File: src/smc_defines.svh
`ifndef SMC_DEFINES_SVH
`define SMC_DEFINES_SVH

// --------------------------------------------------
// Bus widths
// --------------------------------------------------
`define SMC_AW 32            // External address width
`define SMC_DW 32            // Data width, AHB and memory side

// Decoded window in words
// Byte addresses at or above 4x this get ERROR
`define SMC_MEM_WORDS 256

// --------------------------------------------------
// Wait states
// --------------------------------------------------
`define SMC_WAIT_W 4         // Wait field width

// Reset values of the programmable counts
`define SMC_RD_WAIT_RST 2
`define SMC_WR_WAIT_RST 1

`endif
File: src/smc_pkg.sv
`default_nettype none

package smc_pkg;

  // Controller sequencing states
  typedef enum logic [2:0] {
    ST_IDLE   = 3'd0,  // No access in flight
    ST_SETUP  = 3'd1,  // Chip select and address out
    ST_STROBE = 3'd2,  // Read or write strobe low
    ST_DONE   = 3'd3,  // Ready back to the master
    ST_ERR1   = 3'd4,  // First ERROR cycle, hready low
    ST_ERR2   = 3'd5   // Second ERROR cycle, hready high
  } smc_state_t;

  // AHB transfer type
  typedef enum logic [1:0] {
    HTRANS_IDLE   = 2'b00,
    HTRANS_BUSY   = 2'b01,
    HTRANS_NONSEQ = 2'b10,
    HTRANS_SEQ    = 2'b11
  } htrans_t;

  // AHB response, no RETRY or SPLIT on AHB-lite
  typedef enum logic [1:0] {
    HRESP_OKAY  = 2'b00,
    HRESP_ERROR = 2'b01
  } hresp_t;

  // AHB transfer sizes used by the lane decode
  localparam logic [2:0] HSIZE_BYTE = 3'b000;
  localparam logic [2:0] HSIZE_HALF = 3'b001;

  // APB register map
  localparam logic [4:0] REG_RD_WAIT = 5'h00;
  localparam logic [4:0] REG_WR_WAIT = 5'h04;
  localparam logic [4:0] REG_STATUS  = 5'h08;

endpackage

`default_nettype wire

File: src/smc_top.sv
`timescale 1ns/1ns
`default_nettype none

`include "smc_defines.svh"

// Static memory controller, AHB-lite in, SRAM bus out
module smc_top (
  input  wire logic                   hclk,
  input  wire logic                   rst_n,
  // APB configuration port, runs on hclk
  input  wire logic                   psel,
  input  wire logic                   penable,
  input  wire logic                   pwrite,
  input  wire logic [4:0]             paddr,
  input  wire logic [31:0]            pwdata,
  output logic      [31:0]            prdata,
  // AHB-lite slave
  input  wire logic [`SMC_AW-1:0]     haddr,
  input  wire logic [1:0]             htrans,
  input  wire logic                   hsel,
  input  wire logic                   hwrite,
  input  wire logic [2:0]             hsize,
  input  wire logic [`SMC_DW-1:0]     hwdata,
  input  wire logic                   hready,
  output logic      [`SMC_DW-1:0]     smc_hrdata,
  output logic                        smc_hready,
  output logic      [1:0]             smc_hresp,
  // External memory bus, strobes active low
  output logic      [`SMC_AW-1:0]     smc_addr,
  output logic      [`SMC_DW-1:0]     smc_data,
  input  wire logic [`SMC_DW-1:0]     data_smc,
  output logic      [3:0]             smc_n_be,
  output logic                        smc_n_cs,
  output logic      [3:0]             smc_n_we,
  output logic                        smc_n_wr,
  output logic                        smc_n_rd,
  output logic                        smc_n_ext_oe,
  output logic                        smc_busy
);

  logic                   start;
  logic                   out_of_range;
  logic                   write;
  logic [2:0]             size;
  logic [1:0]             addr_lo;
  logic [`SMC_AW-3:0]     word_addr;
  logic                   capture;
  logic                   done;
  logic                   err_state;
  logic [`SMC_WAIT_W-1:0] rd_wait;
  logic [`SMC_WAIT_W-1:0] wr_wait;

  // --------------------------------------------------
  // Blocks
  // --------------------------------------------------
  smc_apb_regs u_apb_regs (
    .hclk    (hclk),
    .rst_n   (rst_n),
    .psel    (psel),
    .penable (penable),
    .pwrite  (pwrite),
    .paddr   (paddr),
    .pwdata  (pwdata),
    .busy    (smc_busy),
    .prdata  (prdata),
    .rd_wait (rd_wait),
    .wr_wait (wr_wait)
  );

  smc_ahb_slave u_ahb_slave (
    .hclk         (hclk),
    .rst_n        (rst_n),
    .hsel         (hsel),
    .htrans       (htrans),
    .hwrite       (hwrite),
    .hsize        (hsize),
    .haddr        (haddr),
    .hready       (hready),
    .data_smc     (data_smc),
    .capture      (capture),
    .done         (done),
    .err_state    (err_state),
    .start        (start),
    .out_of_range (out_of_range),
    .write        (write),
    .size         (size),
    .addr_lo      (addr_lo),
    .word_addr    (word_addr),
    .smc_hrdata   (smc_hrdata),
    .smc_hready   (smc_hready),
    .smc_hresp    (smc_hresp)
  );

  smc_lane_gen u_lane_gen (
    .hclk      (hclk),
    .rst_n     (rst_n),
    .start     (start),
    .size      (size),
    .addr_lo   (addr_lo),
    .word_addr (word_addr),
    .hwdata    (hwdata),
    .smc_addr  (smc_addr),
    .smc_data  (smc_data),
    .n_be      (smc_n_be)  // Also feeds the write strobes
  );

  smc_ctrl u_ctrl (
    .hclk         (hclk),
    .rst_n        (rst_n),
    .start        (start),
    .out_of_range (out_of_range),
    .write        (write),
    .rd_wait      (rd_wait),
    .wr_wait      (wr_wait),
    .n_be         (smc_n_be),
    .smc_n_cs     (smc_n_cs),
    .smc_n_rd     (smc_n_rd),
    .smc_n_wr     (smc_n_wr),
    .smc_n_we     (smc_n_we),
    .smc_n_ext_oe (smc_n_ext_oe),
    .capture      (capture),
    .done         (done),
    .err_state    (err_state),
    .busy         (smc_busy)
  );

endmodule

`default_nettype wire

File: src/smc_ctrl.sv
`timescale 1ns/1ns
`default_nettype none

`include "smc_defines.svh"

// Access sequencer for the external memory bus
module smc_ctrl import smc_pkg::*; (
  input  wire logic                   hclk,
  input  wire logic                   rst_n,
  input  wire logic                   start,
  input  wire logic                   out_of_range,
  input  wire logic                   write,
  input  wire logic [`SMC_WAIT_W-1:0] rd_wait,
  input  wire logic [`SMC_WAIT_W-1:0] wr_wait,
  input  wire logic [3:0]             n_be,
  output logic                        smc_n_cs,
  output logic                        smc_n_rd,
  output logic                        smc_n_wr,
  output logic      [3:0]             smc_n_we,
  output logic                        smc_n_ext_oe,
  output logic                        capture,     // Latch read data now
  output logic                        done,        // Release hready
  output logic                        err_state,   // ERROR on hresp
  output logic                        busy
);

  smc_state_t             state;
  smc_state_t             nxt;
  logic [`SMC_WAIT_W-1:0] cnt;     // Remaining strobe cycles minus one
  logic                   last;    // Final strobe cycle
  logic                   cs_nxt;
  logic                   rd_nxt;
  logic                   wr_nxt;

  assign last = (cnt == '0);

  // --------------------------------------------------
  // Next state
  // --------------------------------------------------
  always_comb begin
    nxt = state;
    case (state)
      // hready high here, a new access may start
      ST_IDLE, ST_DONE, ST_ERR2: begin
        if (start) begin
          nxt = out_of_range ? ST_ERR1 : ST_SETUP;
        end else begin
          nxt = ST_IDLE;
        end
      end
      ST_SETUP:  nxt = ST_STROBE;
      ST_STROBE: if (last) nxt = ST_DONE;  // Held wait+1 cycles
      ST_ERR1:   nxt = ST_ERR2;
      default:   nxt = ST_IDLE;
    endcase
  end

  always_ff @(posedge hclk) begin
    if (!rst_n) begin
      state <= ST_IDLE;
    end else begin
      state <= nxt;
    end
  end

  // --------------------------------------------------
  // Wait-state counter
  // --------------------------------------------------
  // Loaded in SETUP, write is valid from there on
  always_ff @(posedge hclk) begin
    if (!rst_n) begin
      cnt <= '0;
    end else if (state == ST_SETUP) begin
      cnt <= write ? wr_wait : rd_wait;
    end else if (state == ST_STROBE && !last) begin
      cnt <= cnt - 1'b1;
    end
  end

  // --------------------------------------------------
  // Memory strobes
  // --------------------------------------------------
  // Decoded from the next state so every pin comes
  // straight from a flop
  assign cs_nxt = (nxt == ST_SETUP) | (nxt == ST_STROBE);  // Never in ERR
  assign rd_nxt = (nxt == ST_STROBE) & ~write;
  assign wr_nxt = (nxt == ST_STROBE) & write;

  always_ff @(posedge hclk) begin
    if (!rst_n) begin
      smc_n_cs     <= 1'b1;
      smc_n_rd     <= 1'b1;
      smc_n_wr     <= 1'b1;
      smc_n_we     <= 4'hf;
      smc_n_ext_oe <= 1'b1;
      busy         <= 1'b0;
    end else begin
      smc_n_cs     <= ~cs_nxt;
      smc_n_rd     <= ~rd_nxt;
      smc_n_wr     <= ~wr_nxt;
      smc_n_we     <= wr_nxt ? n_be : 4'hf;  // Enabled lanes only
      smc_n_ext_oe <= ~wr_nxt;               // Drive data while writing
      busy         <= (nxt != ST_IDLE);
    end
  end

  // --------------------------------------------------
  // Handshake to the AHB side
  // --------------------------------------------------
  assign capture   = (state == ST_STROBE) & last & ~write;
  assign done      = (state == ST_DONE) | (state == ST_ERR2);  // Second ERROR cycle too
  assign err_state = (state == ST_ERR1) | (state == ST_ERR2);

endmodule

`default_nettype wire

File: src/smc_lane_gen.sv
`timescale 1ns/1ns
`default_nettype none

`include "smc_defines.svh"

// Byte lanes, write data and external address
module smc_lane_gen import smc_pkg::*; (
  input  wire logic                   hclk,
  input  wire logic                   rst_n,
  input  wire logic                   start,      // Accept pulse, address phase
  input  wire logic [2:0]             size,       // Registered hsize
  input  wire logic [1:0]             addr_lo,    // Registered haddr[1:0]
  input  wire logic [`SMC_AW-3:0]     word_addr,
  input  wire logic [`SMC_DW-1:0]     hwdata,
  output logic      [`SMC_AW-1:0]     smc_addr,
  output logic      [`SMC_DW-1:0]     smc_data,
  output logic      [3:0]             n_be        // Active low
);

  logic       setup;  // First data-phase cycle
  logic [3:0] be;

  // --------------------------------------------------
  // Lane decode
  // --------------------------------------------------
  always_comb begin
    case (size)
      HSIZE_BYTE: be = 4'b0001 << addr_lo;              // One lane
      HSIZE_HALF: be = addr_lo[1] ? 4'b1100 : 4'b0011;  // Upper or lower half
      default:    be = 4'b1111;                         // Word
    endcase
  end

  assign n_be = ~be;

  // Address stays put until the next accept
  assign smc_addr = {word_addr, 2'b00};

  // --------------------------------------------------
  // Write data capture
  // --------------------------------------------------
  // hwdata lags the address phase by one cycle
  always_ff @(posedge hclk) begin
    if (!rst_n) begin
      setup <= 1'b0;
    end else begin
      setup <= start;
    end
  end

  // Sampled in SETUP, driven through the strobe
  always_ff @(posedge hclk) begin
    if (setup) begin
      smc_data <= hwdata;
    end
  end

endmodule

`default_nettype wire

File: src/smc_ahb_slave.sv
`timescale 1ns/1ns
`default_nettype none

`include "smc_defines.svh"

// AHB-lite front end, single transfers only
module smc_ahb_slave import smc_pkg::*; (
  input  wire logic                   hclk,
  input  wire logic                   rst_n,
  input  wire logic                   hsel,
  input  wire logic [1:0]             htrans,
  input  wire logic                   hwrite,
  input  wire logic [2:0]             hsize,
  input  wire logic [`SMC_AW-1:0]     haddr,
  input  wire logic                   hready,       // Muxed ready from the fabric
  input  wire logic [`SMC_DW-1:0]     data_smc,     // External read data
  input  wire logic                   capture,      // Last read strobe cycle
  input  wire logic                   done,         // Access finished, release hready
  input  wire logic                   err_state,    // ERR1 or ERR2
  output logic                        start,
  output logic                        out_of_range,
  output logic                        write,
  output logic      [2:0]             size,
  output logic      [1:0]             addr_lo,
  output logic      [`SMC_AW-3:0]     word_addr,
  output logic      [`SMC_DW-1:0]     smc_hrdata,
  output logic                        smc_hready,
  output logic      [1:0]             smc_hresp
);

  // Byte size of the decoded window
  localparam logic [`SMC_AW-1:0] WINDOW_BYTES = `SMC_AW'(`SMC_MEM_WORDS * 4);

  htrans_t trans;
  hresp_t  resp;
  logic    pending;  // Data phase still open

  // --------------------------------------------------
  // Address phase qualify and decode
  // --------------------------------------------------
  assign trans = htrans_t'(htrans);

  // SEQ handled like NONSEQ, no bursts
  assign start = hsel & hready &
                 ((trans == HTRANS_NONSEQ) | (trans == HTRANS_SEQ));

  // Only looked at together with start
  assign out_of_range = (haddr >= WINDOW_BYTES);

  // Address phase held for the whole access
  always_ff @(posedge hclk) begin
    if (!rst_n) begin
      write <= 1'b0;
    end else if (start) begin
      write <= hwrite;
    end
  end

  always_ff @(posedge hclk) begin
    if (start) begin
      size      <= hsize;
      addr_lo   <= haddr[1:0];
      word_addr <= haddr[`SMC_AW-1:2];  // Word aligned part
    end
  end

  // --------------------------------------------------
  // Data phase
  // --------------------------------------------------
  // Set on accept, cleared by the done pulse; an accept
  // in the done cycle keeps it set
  always_ff @(posedge hclk) begin
    if (!rst_n) begin
      pending <= 1'b0;
    end else if (start) begin
      pending <= 1'b1;
    end else if (done) begin
      pending <= 1'b0;
    end
  end

  // Read word sampled at the end of the strobe
  always_ff @(posedge hclk) begin
    if (capture) begin
      smc_hrdata <= data_smc;
    end
  end

  assign smc_hready = ~pending | done;  // High when idle too

  // ERROR held across both error cycles
  assign resp      = err_state ? HRESP_ERROR : HRESP_OKAY;
  assign smc_hresp = resp;

endmodule

`default_nettype wire

File: src/smc_apb_regs.sv
`timescale 1ns/1ns
`default_nettype none

`include "smc_defines.svh"

// Wait-state configuration, APB on hclk
module smc_apb_regs import smc_pkg::*; (
  input  wire logic                   hclk,
  input  wire logic                   rst_n,
  input  wire logic                   psel,
  input  wire logic                   penable,
  input  wire logic                   pwrite,
  input  wire logic [4:0]             paddr,
  input  wire logic [31:0]            pwdata,
  input  wire logic                   busy,     // From the controller
  output logic      [31:0]            prdata,
  output logic      [`SMC_WAIT_W-1:0] rd_wait,
  output logic      [`SMC_WAIT_W-1:0] wr_wait
);

  logic apb_wr;  // Access phase of a write

  assign apb_wr = psel & penable & pwrite;

  // --------------------------------------------------
  // Register write
  // --------------------------------------------------
  always_ff @(posedge hclk) begin
    if (!rst_n) begin
      rd_wait <= `SMC_WAIT_W'(`SMC_RD_WAIT_RST);
      wr_wait <= `SMC_WAIT_W'(`SMC_WR_WAIT_RST);
    end else if (apb_wr) begin
      case (paddr)
        REG_RD_WAIT: rd_wait <= pwdata[`SMC_WAIT_W-1:0];
        REG_WR_WAIT: wr_wait <= pwdata[`SMC_WAIT_W-1:0];
        default: ;  // STATUS is read only
      endcase
    end
  end

  // --------------------------------------------------
  // Read-back mux
  // --------------------------------------------------
  // Not gated by psel, the bridge only samples it
  // in the access phase
  always_comb begin
    prdata = '0;
    case (paddr)
      REG_RD_WAIT: prdata[`SMC_WAIT_W-1:0] = rd_wait;
      REG_WR_WAIT: prdata[`SMC_WAIT_W-1:0] = wr_wait;
      REG_STATUS:  prdata[0]               = busy;   // Access in flight
      default:     prdata                  = '0;     // Unmapped offset
    endcase
  end

endmodule

`default_nettype wire

File: config.mk
export PLATFORM = sky130hd
export DESIGN_NAME = smc_top
export DESIGN_NICKNAME = d
export VERILOG_FILES = /design/src/smc_pkg.sv /design/src/smc_top.sv /design/src/smc_ctrl.sv /design/src/smc_lane_gen.sv /design/src/smc_ahb_slave.sv /design/src/smc_apb_regs.sv
export VERILOG_INCLUDE_DIRS = /design/src
export SDC_FILE = /design/constraint.sdc
export NUM_CORES = 1
export LEC_CHECK = 0
export ABC_AREA = 0
export BUFFER_PORTS_ARGS = -buffer_cell sky130_fd_sc_hd__buf_2
export CORE_ASPECT_RATIO = 0.5
export CORE_MARGIN = 3
export CORE_UTILIZATION = 40
export CTS_BUF_LIST = sky130_fd_sc_hd__clkbuf_16
export CTS_CLUSTER_DIAMETER = 60
export CTS_CLUSTER_SIZE = 40
export DETAILED_ROUTE_END_ITERATION = 10
export PLACE_DENSITY = 0.72
export SYNTH_ARGS = -nofsm -noshare
export SYNTH_HDL_FRONTEND = slang
export SYNTH_SLANG_ARGS = --single-unit
export TNS_END_PERCENT = 20
File: constraint.sdc
create_clock -name hclk -period 3.7 [get_ports hclk]
set_input_delay 0.555 -clock hclk [delete_from_list [all_inputs] [get_ports hclk]]
set_output_delay 0.555 -clock hclk [all_outputs]
set_load 0.01 [all_outputs]
# After elaboration in Yosys (flattened, before gate mapping)
# Index checks and enable logic that the tools add are counted.
[word_totals] latch_bits=0 mem_bits_ro=0 ff_bits=125 elab_cells=78 mem_count=0 mem_bits_rw=0
[op_classes] n_div=0 mul=0 n_eq_ne=12 shift=1 n_bitwise=19 n_addsub=1 n_reduce_logical=13 muxes=14 magnitude_cmp=1
[op_table] op="32-bit by 11-bit >= comparator with 1-bit output, second input constant" n=1
[op_table] op="4-bit two-way mux" n=4
[op_table] op="3-bit case mux with 4 select lines" n=1
[op_table] op="3-bit by 1-bit == test with 1-bit output, second input constant" n=3
[op_table] op="3-bit by 2-bit == test with 1-bit output, second input constant" n=3
[op_table] op="3-bit two-way mux" n=3
[op_table] op="1-bit AND" n=8
[op_table] op="4-bit case mux with 2 select lines" n=1
[op_table] op="3-bit == test, second input constant" n=2
[op_table] op="3-bit zero test" n=2
[op_table] op="3-bit case mux with 2 select lines" n=1
[op_table] op="2-bit AND reduction" n=3
[op_table] op="5-bit by 3-bit == test with 1-bit output, second input constant" n=1
[op_table] op="5-bit by 4-bit == test with 1-bit output, second input constant" n=1
[op_table] op="5-bit zero test" n=1
[op_table] op="1-bit inverter" n=5
[op_table] op="1-bit OR" n=5
[op_table] op="2-bit == test, second input constant" n=2
[op_table] op="4-bit zero test" n=1
[op_table] op="4-bit inverter" n=1
[op_table] op="2-bit nonzero test" n=2
[op_table] op="1-bit by 2-bit << shifter with 4-bit output, first input constant" n=1
[op_table] op="4-bit by 1-bit subtractor with 4-bit output, second input constant" n=1
[op_table] op="1-bit two-way mux" n=3
[op_table] op="other kinds (5)" n=5

# Logic depth before layout (Yosys ltp)
# Gate-level depths: netlist (run 1).
[depth] ltp_word=8 ltp_mapped=6 mapped_depth_nobuf=6

# By module
# From an unflattened synthesis (run 1), not the netlist that was laid out.
[unflattened] hier_cells=327 area_unflattened_um2=4903.5
[modules_own_cells] mod="smc_ahb_slave" area_per_inst_um2=2155.8 cells_per_inst=85 n_inst=1
[modules_own_cells] mod="smc_lane_gen" area_per_inst_um2=1281.2 cells_per_inst=75 n_inst=1
[modules_own_cells] mod="smc_ctrl" area_per_inst_um2=794.5 cells_per_inst=86 n_inst=1
[modules_own_cells] mod="smc_apb_regs" area_per_inst_um2=671.9 cells_per_inst=81 n_inst=1

# Least setup slack after synthesis (run 1)
# No wires, ideal clock.
[synth_timing] kind="register -> register" start="register u_ctrl.cnt[0]" end="register u_ahb_slave.smc_hrdata[0], enable pin" setup_time_ps=421 path_slack_ps=1001 arrival_ps=2278 path_stages_with_launch=6 cell_sequence="dfxtp_1 inv_1 ha_1 nor3b_1 nand2_1 nor2_1"
[synth_between] elab_chain_cells=3
[synth_lines] element="from (decl)" line="smc_ctrl.sv:29" source="logic [`SMC_WAIT_W-1:0] cnt;"
[synth_lines] element="from (signal assigned)" line="smc_ctrl.sv:74" source="cnt <= write ? wr_wait : rd_wait;"
[synth_lines] element="from (signal assigned)" line="smc_ctrl.sv:76" source="cnt <= cnt - 1'b1;"
[synth_lines] element="4-bit zero test" line="smc_ctrl.sv:35" source="assign last = (cnt == '0);"
[synth_lines] element="1-bit AND (2 in a row)" line="smc_ctrl.sv:110" source="assign capture = (state == ST_STROBE) & last & ~write;"
[synth_lines] element="via capture" line="smc_top.sv:47" source="logic capture;"
[synth_lines] element="to (signal assigned)" line="smc_ahb_slave.sv:85" source="smc_hrdata <= data_smc;"
[synth_lines] element="to (decl)" line="smc_ahb_slave.sv:26" source="output logic [`SMC_DW-1:0] smc_hrdata,"
# The timed path passes the listed nets, and every way through them passes these cells.
# A chain may end at the register's enable or synchronous reset.

# Final worst setup path (run 1)
[layout_timing] start="register u_ctrl.state[2]" end="output port smc_hready"
[layout_between] elab_chain_cells=3
[layout_lines] element="from (decl)" line="smc_ctrl.sv:27" source="smc_state_t state;"
[layout_lines] element="from (signal assigned)" line="smc_ctrl.sv:62" source="state <= nxt;"
[layout_lines] element="3-bit by 2-bit == test with 1-bit output or 3-bit == test (tied branches)" line="smc_ctrl.sv:111" source="assign done = (state == ST_DONE) | (state == ST_ERR2);"
[layout_lines] element="1-bit OR (*)" line="smc_ctrl.sv:111"
[layout_lines] element="1-bit OR (*)" line="smc_ahb_slave.sv:89" source="assign smc_hready = ~pending | done;"
[layout_lines] element="to (decl)" line="smc_top.sv:26" source="output logic smc_hready,"
# Mark *: on every way between the ends. The rest lies on a longest branch, timed or not.

==> summary.md, run 1 <==
| Metric | Value |
|---|---|
| Status | complete, no violations |
| Fmax | 469 MHz |
| Non-filler cells in the finished layout | 694 |
| Final Hold Fails | 0 |
| Post-CTS setup buffers | 0 |
| Root buf cell | clkbuf_16 |
| CP arrival | 1.58 ns |
| Static Leak | 2.68 nW |
| CTS tree | yes |
| #FFs+latches synth | 125 |
| DRC | 0 |
| R2R cell count | 6 |
| VDD IR-drop max | 346 µV |
| Synth Area per Inst | 15.7 µm² |
| Grt total ovfl | 0 |
| PD cells | 544 nW/µm² |
| First-pass GRT wire length | 15.4 mm |
| Min Tclk post-route | 2.13 ns |
| Worst rel slew slack | 0.350 |
| Post-DP HPWL | 8.01 mm |
| Startpoint types | flop |
| Cell Count Post-Placement | 662 |
| # IOs | 290 |
| Gr usage total | 0.156 |
| Hold path start | hwdata[16] |
| Die Area | 13000 µm² |
| IO Port Bufs | 229 |
| Total Wirelength | 10.6 mm |
| Clk sink count | 125 |
| Critical path origin | u_ctrl.state[2]$_SDFF_PN0_ |
| Commonest non-fill, non-tap cell in the layout | buf_2 |
| Hold_buf cts | 0 |
| Setup TNS | 0 ns |
| FF-to-FF End | u_ahb_slave.smc_hrdata[11]$_DFFE_PP_ |
| Clock latency on the worst-skew pair | 0.40 ns |
| Iteration-0 DRC Markers | 162 |
| Clock Skew | 0.00848 ns |
| CP required | 3.14 ns |
| Initial antenna violation count | 0 |
| Largest net degree at the start of global routing | 39 |
| Setup crit end kind | output port |
| Htree depth | 4 |
| Final period util | 0.576 |
| Gate Count Post-Synth | 296 |
| Sequential area share after synthesis | 0.752 |
| Clock buffers created by TritonCTS | 17 |
| Post-Synthesis Cell Area | 4650 µm² |
| Hold endpoint | u_lane_gen.smc_data[16]$_DFFE_PP_ |
| Worst Tran Pin Value | 0.974 ns |
| WHS Path Cells | 1 |
| # resized after CTS | 0 |
| Avg WL per Cell | 15.3 µm |
| Maxcap violations | 0 |
| Clock Path Buffers | 2 |
| Pre-Repair DR Iteration Count | 4 |
| Final #Nets | 683 |
| Area Growth Syn to Fin | 37.6% |
| GPL Wtd Cong | 0.800 |
| Cell Rows | 27 |
| RSZ-0062 raised after global routing | no |
| Worst flop-to-flop path startpoint | u_ctrl.cnt[0]$_SDFFE_PN0P_ |
| Die Span Y | 82.2 µm |
| # fillers | 958 |
| Routed vias | 3115 |
| Ant diodes | 0 |
| Layout cells sized above 1 | 0.508 |
| Post-synth cell types | 49 |
| DRT antenna net count | 0 |
| Worst Hold Class | in2reg |
| Drt via density | 4.49 |
| Total core area | 11100 µm² |
| Final setup fails | 0 |
| Die width | 158 µm |
| Initial Util | 0.417 |
| Synth Warn # | 0 |
| Vias in the first global route | 3037 |
| Slew Viols, Final | 0 |
| Most frequent cells in the layout | buf_2 (229), edfxtp_1 (99), conb_1 (31) |
| Reg clk slew, reported paths | 0.06 ns |
| Worst Setup Path Type | reg2out |
| Worst R2R Setup Slack | 1.67 ns |
| Crit-path max FO | 12 |
state kept, by name, summed over array words and instances, names as in the netlist:
signal                  flops
u_ahb_slave.smc_hrdata     32
u_lane_gen.smc_data        32
u_ahb_slave.word_addr      30
u_apb_regs.rd_wait          4
u_apb_regs.wr_wait          4
u_ctrl.cnt                  4
u_ctrl.smc_n_we             4
u_ahb_slave.size            3
u_ctrl.state                3
u_ahb_slave.addr_lo         2
u_ahb_slave.pending         1
u_ahb_slave.write           1
u_ctrl.busy                 1
u_ctrl.smc_n_cs             1
u_ctrl.smc_n_rd             1
u_ctrl.smc_n_wr             1
u_lane_gen.setup            1
per-stage QoR:
stage / power, mW / utilization / worst slack, ns / hold slack (ns) / instance area (µm²)
after floorplan: 1.76 / - / 1.00 / 0.444 / 4760
after global placement: 1.84 / 0.520 / 1.64 / 0.453 / 5800
after detailed placement: 1.85 / 0.520 / 1.62 / 0.458 / 5800
after CTS: 3.52 / 0.574 / 1.55 / 0.305 / 6400
after global routing: 3.61 / 0.574 / 1.44 / 0.301 / 6400
final: 3.48 / 0.574 / 1.57 / 0.322 / 6400
critical path, stage by stage (launching register included):
cell	delay, ns
dfxtp_1	0.66
xor2_2	0.20
nand2_1	0.07
nand2_1	0.10
buf_2	0.14
cells in the mapped netlist, drive strengths merged:
library cell	n	area share
nor4	8	0.014
nor3b	3	0.0083
xnor2	1	0.0019
o32ai	1	0.0019
clkbuf	1	0.00081
o31ai	1	0.0027
inv	9	0.0073
xor2	2	0.0054
a31oi	1	0.0013
buf	39	0.065
ha	1	0.0027
nor2b	4	0.0054
conb	1	0.00081
edfxtp	99	0.64
or4	1	0.0016
o21ai	11	0.012
nor2	11	0.0094
a21boi	3	0.0048
o211ai	3	0.0048
nor3	4	0.0054
or3b	1	0.0019
a211oi	1	0.0016
a21oi	7	0.0075
nand4	1	0.0013
a22o	1	0.0019
dfxtp	26	0.11
nand2b	6	0.010
mux2i	11	0.024
nand3	10	0.013
o21a	2	0.0032
o211a	1	0.0022
nand2	20	0.016
o21bai	1	0.0016
and4	1	0.0019
nor4b	1	0.0032
and3	2	0.0038
layout make-up:
class | instances | area, µm² | area share
sequential | 125 | 3490 | 0.546
timing repair buffer | 231 | 1160 | 0.182
multi-input combinational | 152 | 931 | 0.146
clock buffer | 17 | 425 | 0.0665
tap | 145 | 181 | 0.0284
clock inverter | 15 | 170 | 0.0266
inverter | 9 | 33.8 | 0.00528
per-layer routing:
| layer | vias up | share of wire | track usage |
|---|---|---|---|
| li1 | 1510 | - | - |
| met1 | 1462 | 0.38 | 0.175 |
| met2 | 122 | 0.53 | 0.281 |
| met3 | 21 | 0.064 | 0.0437 |
| met4 | 0 | 0.022 | 0.0695 |
| met5 | - | 0 | 0 |
where the power goes:
part | switching [mW] | internal, mW
registers | 0.0245 | 1.57
logic | 0.126 | 0.100
clock network | 0.605 | 1.06
logic make-up (layout without fill, tap and decap cells):
group / Yosys count / count (layout) / synth area share
mux: 11 / 11 / 0.0237
buf+inv: 49 / 272 / 0.0729
xor+xnor: 3 / 3 / 0.00727
other cells: 1 / 31 / 0.000807
simple gates: 73 / 73 / 0.0956
fa+ha+maj: 1 / 1 / 0.00269
flops: 125 / 125 / 0.752
compound gates: 33 / 33 / 0.0455
how the worst max path moves through the flow:
| stage | to | slack (ns) | depth (start not counted) |
|---|---|---|---|
| global route | smc_hready | 1.44 | 4 |
| detailed placement | u_ctrl.state[0]$_SDFF_PN0_ | 1.62 | 6 |
| CTS | smc_hready | 1.55 | 4 |
| floorplan | u_ahb_slave.smc_hrdata[0]$_DFFE_PP_ | 1.00 | 5 |
| finish | smc_hready | 1.57 | 4 |
| global placement | prdata[2] | 1.64 | 4 |
Note: power is estimated with default switching activity, not from simulation.
==> run 2: changes to the inputs <==
==> constraint.sdc (replaced) <==
create_clock -name hclk -period 2.1 [get_ports hclk]
set_input_delay 0.315 -clock hclk [delete_from_list [all_inputs] [get_ports hclk]]
set_output_delay 0.315 -clock hclk [all_outputs]
set_load 0.01 [all_outputs]
==> summary.md, run 2 (synthesized netlist as in run 1, its figures left out) <==
| Metric | Value |
|---|---|
| Status | complete, no violations (unchanged) |
| Grt total ovfl | 0 (unchanged) |
| Final Hold Fails | 0 (unchanged) |
| # resized after CTS | 0 (unchanged) |
| Commonest non-fill, non-tap cell in the layout | buf_2 (unchanged) |
| Clock latency on the worst-skew pair | 0.40 ns (about the same) |
| Maxcap violations | 0 (unchanged) |
| # IOs | 290 (unchanged) |
| Layout cells sized above 1 | 0.509 (was 0.508) |
| GPL Wtd Cong | 0.806 (was 0.800) |
| First-pass GRT wire length | 15.2 mm (was 15.4 mm) |
| PD cells | 967 nW/µm² (was 544 nW/µm²) |
| Crit-path max FO | 12 (unchanged) |
| Pre-Repair DR Iteration Count | 4 (unchanged) |
| Final #Nets | 686 (was 683) |
| DRT antenna net count | 0 (unchanged) |
| Clock Skew | 0.00931 ns (was 0.00848 ns) |
| Non-filler cells in the finished layout | 697 (was 694) |
| Setup ws final | 0.191 ns (was 1.57 ns) |
| CP required | 1.78 ns (was 3.14 ns) |
| Cell Count Post-Placement | 665 (was 662) |
| # fillers | 930 (was 958) |
| Total Wirelength | 10.8 mm (was 10.6 mm) |
| Hold_buf cts | 0 (unchanged) |
| CP arrival | 1.59 ns (was 1.58 ns) |
| DRC | 0 (unchanged) |
| Iteration-0 DRC Markers | 150 (was 162) |
| Routed vias | 3168 (was 3115) |
| Post-CTS setup buffers | 0 (unchanged) |
| Final core utilization | 0.580 (was 0.574) |
| Vias in the first global route | 3050 (was 3037) |
| Clock buffers created by TritonCTS | 17 (unchanged) |
| Worst hold slack | 0.0854 ns (was 0.322 ns) |
| Clock Path Buffers | 2 (unchanged) |
| Largest net degree at the start of global routing | 37 (was 39) |
| Worst Hold Class | in2reg (unchanged) |
| Clk sink count | 125 (unchanged) |
| WHS Path Cells | 1 (unchanged) |
| Static Leak | 2.71 nW (was 2.68 nW) |
| Worst Setup Path Type | reg2out (unchanged) |
| R2R cell count | 6 (unchanged) |
| Final setup fails | 0 (unchanged) |
| CTS tree | yes (unchanged) |
| Worst rel slew slack | 0.624 (was 0.350) |
| Slew Viols, Final | 0 (unchanged) |
| Startpoint types | flop (unchanged) |
| Avg WL per Cell | 15.5 µm (was 15.3 µm) |
| Pre-CTS setup slack | 0.326 ns (was 1.62 ns) |
| IO Port Bufs | 229 (unchanged) |
| Fmax | 524 MHz |
| Total core area | 11100 µm² (unchanged) |
| Area Growth Syn to Fin | 39.0% (was 37.6%) |
| Root buf cell | clkbuf_16 (unchanged) |
| Gr usage total | 0.156 (about the same) |
| Setup crit end kind | output port (unchanged) |
| RSZ-0062 raised after global routing | no (unchanged) |
| Reg clk slew, reported paths | 0.06 ns (about the same) |
| Biggest regs | u_ahb_slave.smc_hrdata x32, u_lane_gen.smc_data x32, u_ahb_slave.word_addr x30 (unchanged) |
| Min Tclk post-route | 1.91 ns |
| Htree depth | 4 (unchanged) |
| Cell Rows | 27 (unchanged) |
| Initial Util | 0.417 (unchanged) |
| Die width | 158 µm (unchanged) |
| Worst Tran Pin Value | 0.563 ns (was 0.974 ns) |
| VDD IR-drop max | 559 µV (was 346 µV) |
| Die Area | 13000 µm² (unchanged) |
| Initial antenna violation count | 0 (unchanged) |
| Post-DP HPWL | 8.13 mm (was 8.01 mm) |
| Drt via density | 4.55 (was 4.49) |
| Die Span Y | 82.2 µm (unchanged) |
| Final period util | 0.909 |
| Most frequent cells in the layout | buf_2 (229), edfxtp_1 (99), conb_1 (31) (unchanged) |
| Setup TNS | 0 ns (unchanged) |
| Ant diodes | 0 (unchanged) |
## run 2: final cells by class
type                            count  area, µm²  area share
Clock buffer                       17        425      0.0658
Clock inverter                     15        195      0.0302
Inverter                            9       33.8     0.00523
Multi-Input combinational cell    152        936       0.145
Sequential cell                   125       3490       0.541
Tap cell                          145        181      0.0281
Timing Repair Buffer              234       1200       0.185
## run 2: worst paths after layout
path / slack, ns / end / startpoint
setup / recovery: 0.19 / smc_hready / u_ctrl.state[2]$_SDFF_PN0_
hold / removal: 0.09 / u_ahb_slave.smc_hrdata[24]$_DFFE_PP_ / data_smc[24]
setup reg to reg: 0.29 / u_ahb_slave.smc_hrdata[10]$_DFFE_PP_ / u_ctrl.cnt[0]$_SDFFE_PN0P_
hold reg to reg: 0.47 / u_apb_regs.rd_wait[3]$_SDFFE_PN0P_ / u_apb_regs.rd_wait[3]$_SDFFE_PN0P_
## run 2: critical path, stage by stage (launching register included)
cell and delay [ns]:
dfxtp_1 0.67, xor2_2 0.19, nand2_1 0.08, nand2_1 0.11, buf_2 0.14
## run 2: per-layer routing
metal / up-vias / share of wire / global-route usage
li1: 1516 / - / -
met1: 1502 / 0.38 / 0.179
met2: 131 / 0.53 / 0.281
met3: 19 / 0.064 / 0.0437
met4: 0 / 0.021 / 0.0661
met5: - / 0 / 0
## run 2: per-stage QoR
step                cell area [µm²]  power (mW)
finish                         6460        6.25
floorplan                      4770        3.10
global placement               5840        3.26
CTS                            6460        6.32
detailed placement             5840        3.27
global route                   6460        6.48
## run 2: where the power goes
part	switching (mW)	internal, mW	total (mW)
Clock	1.04	1.98	3.03
Sequential	0.0371	2.77	2.80
Combinational	0.234	0.184	0.418
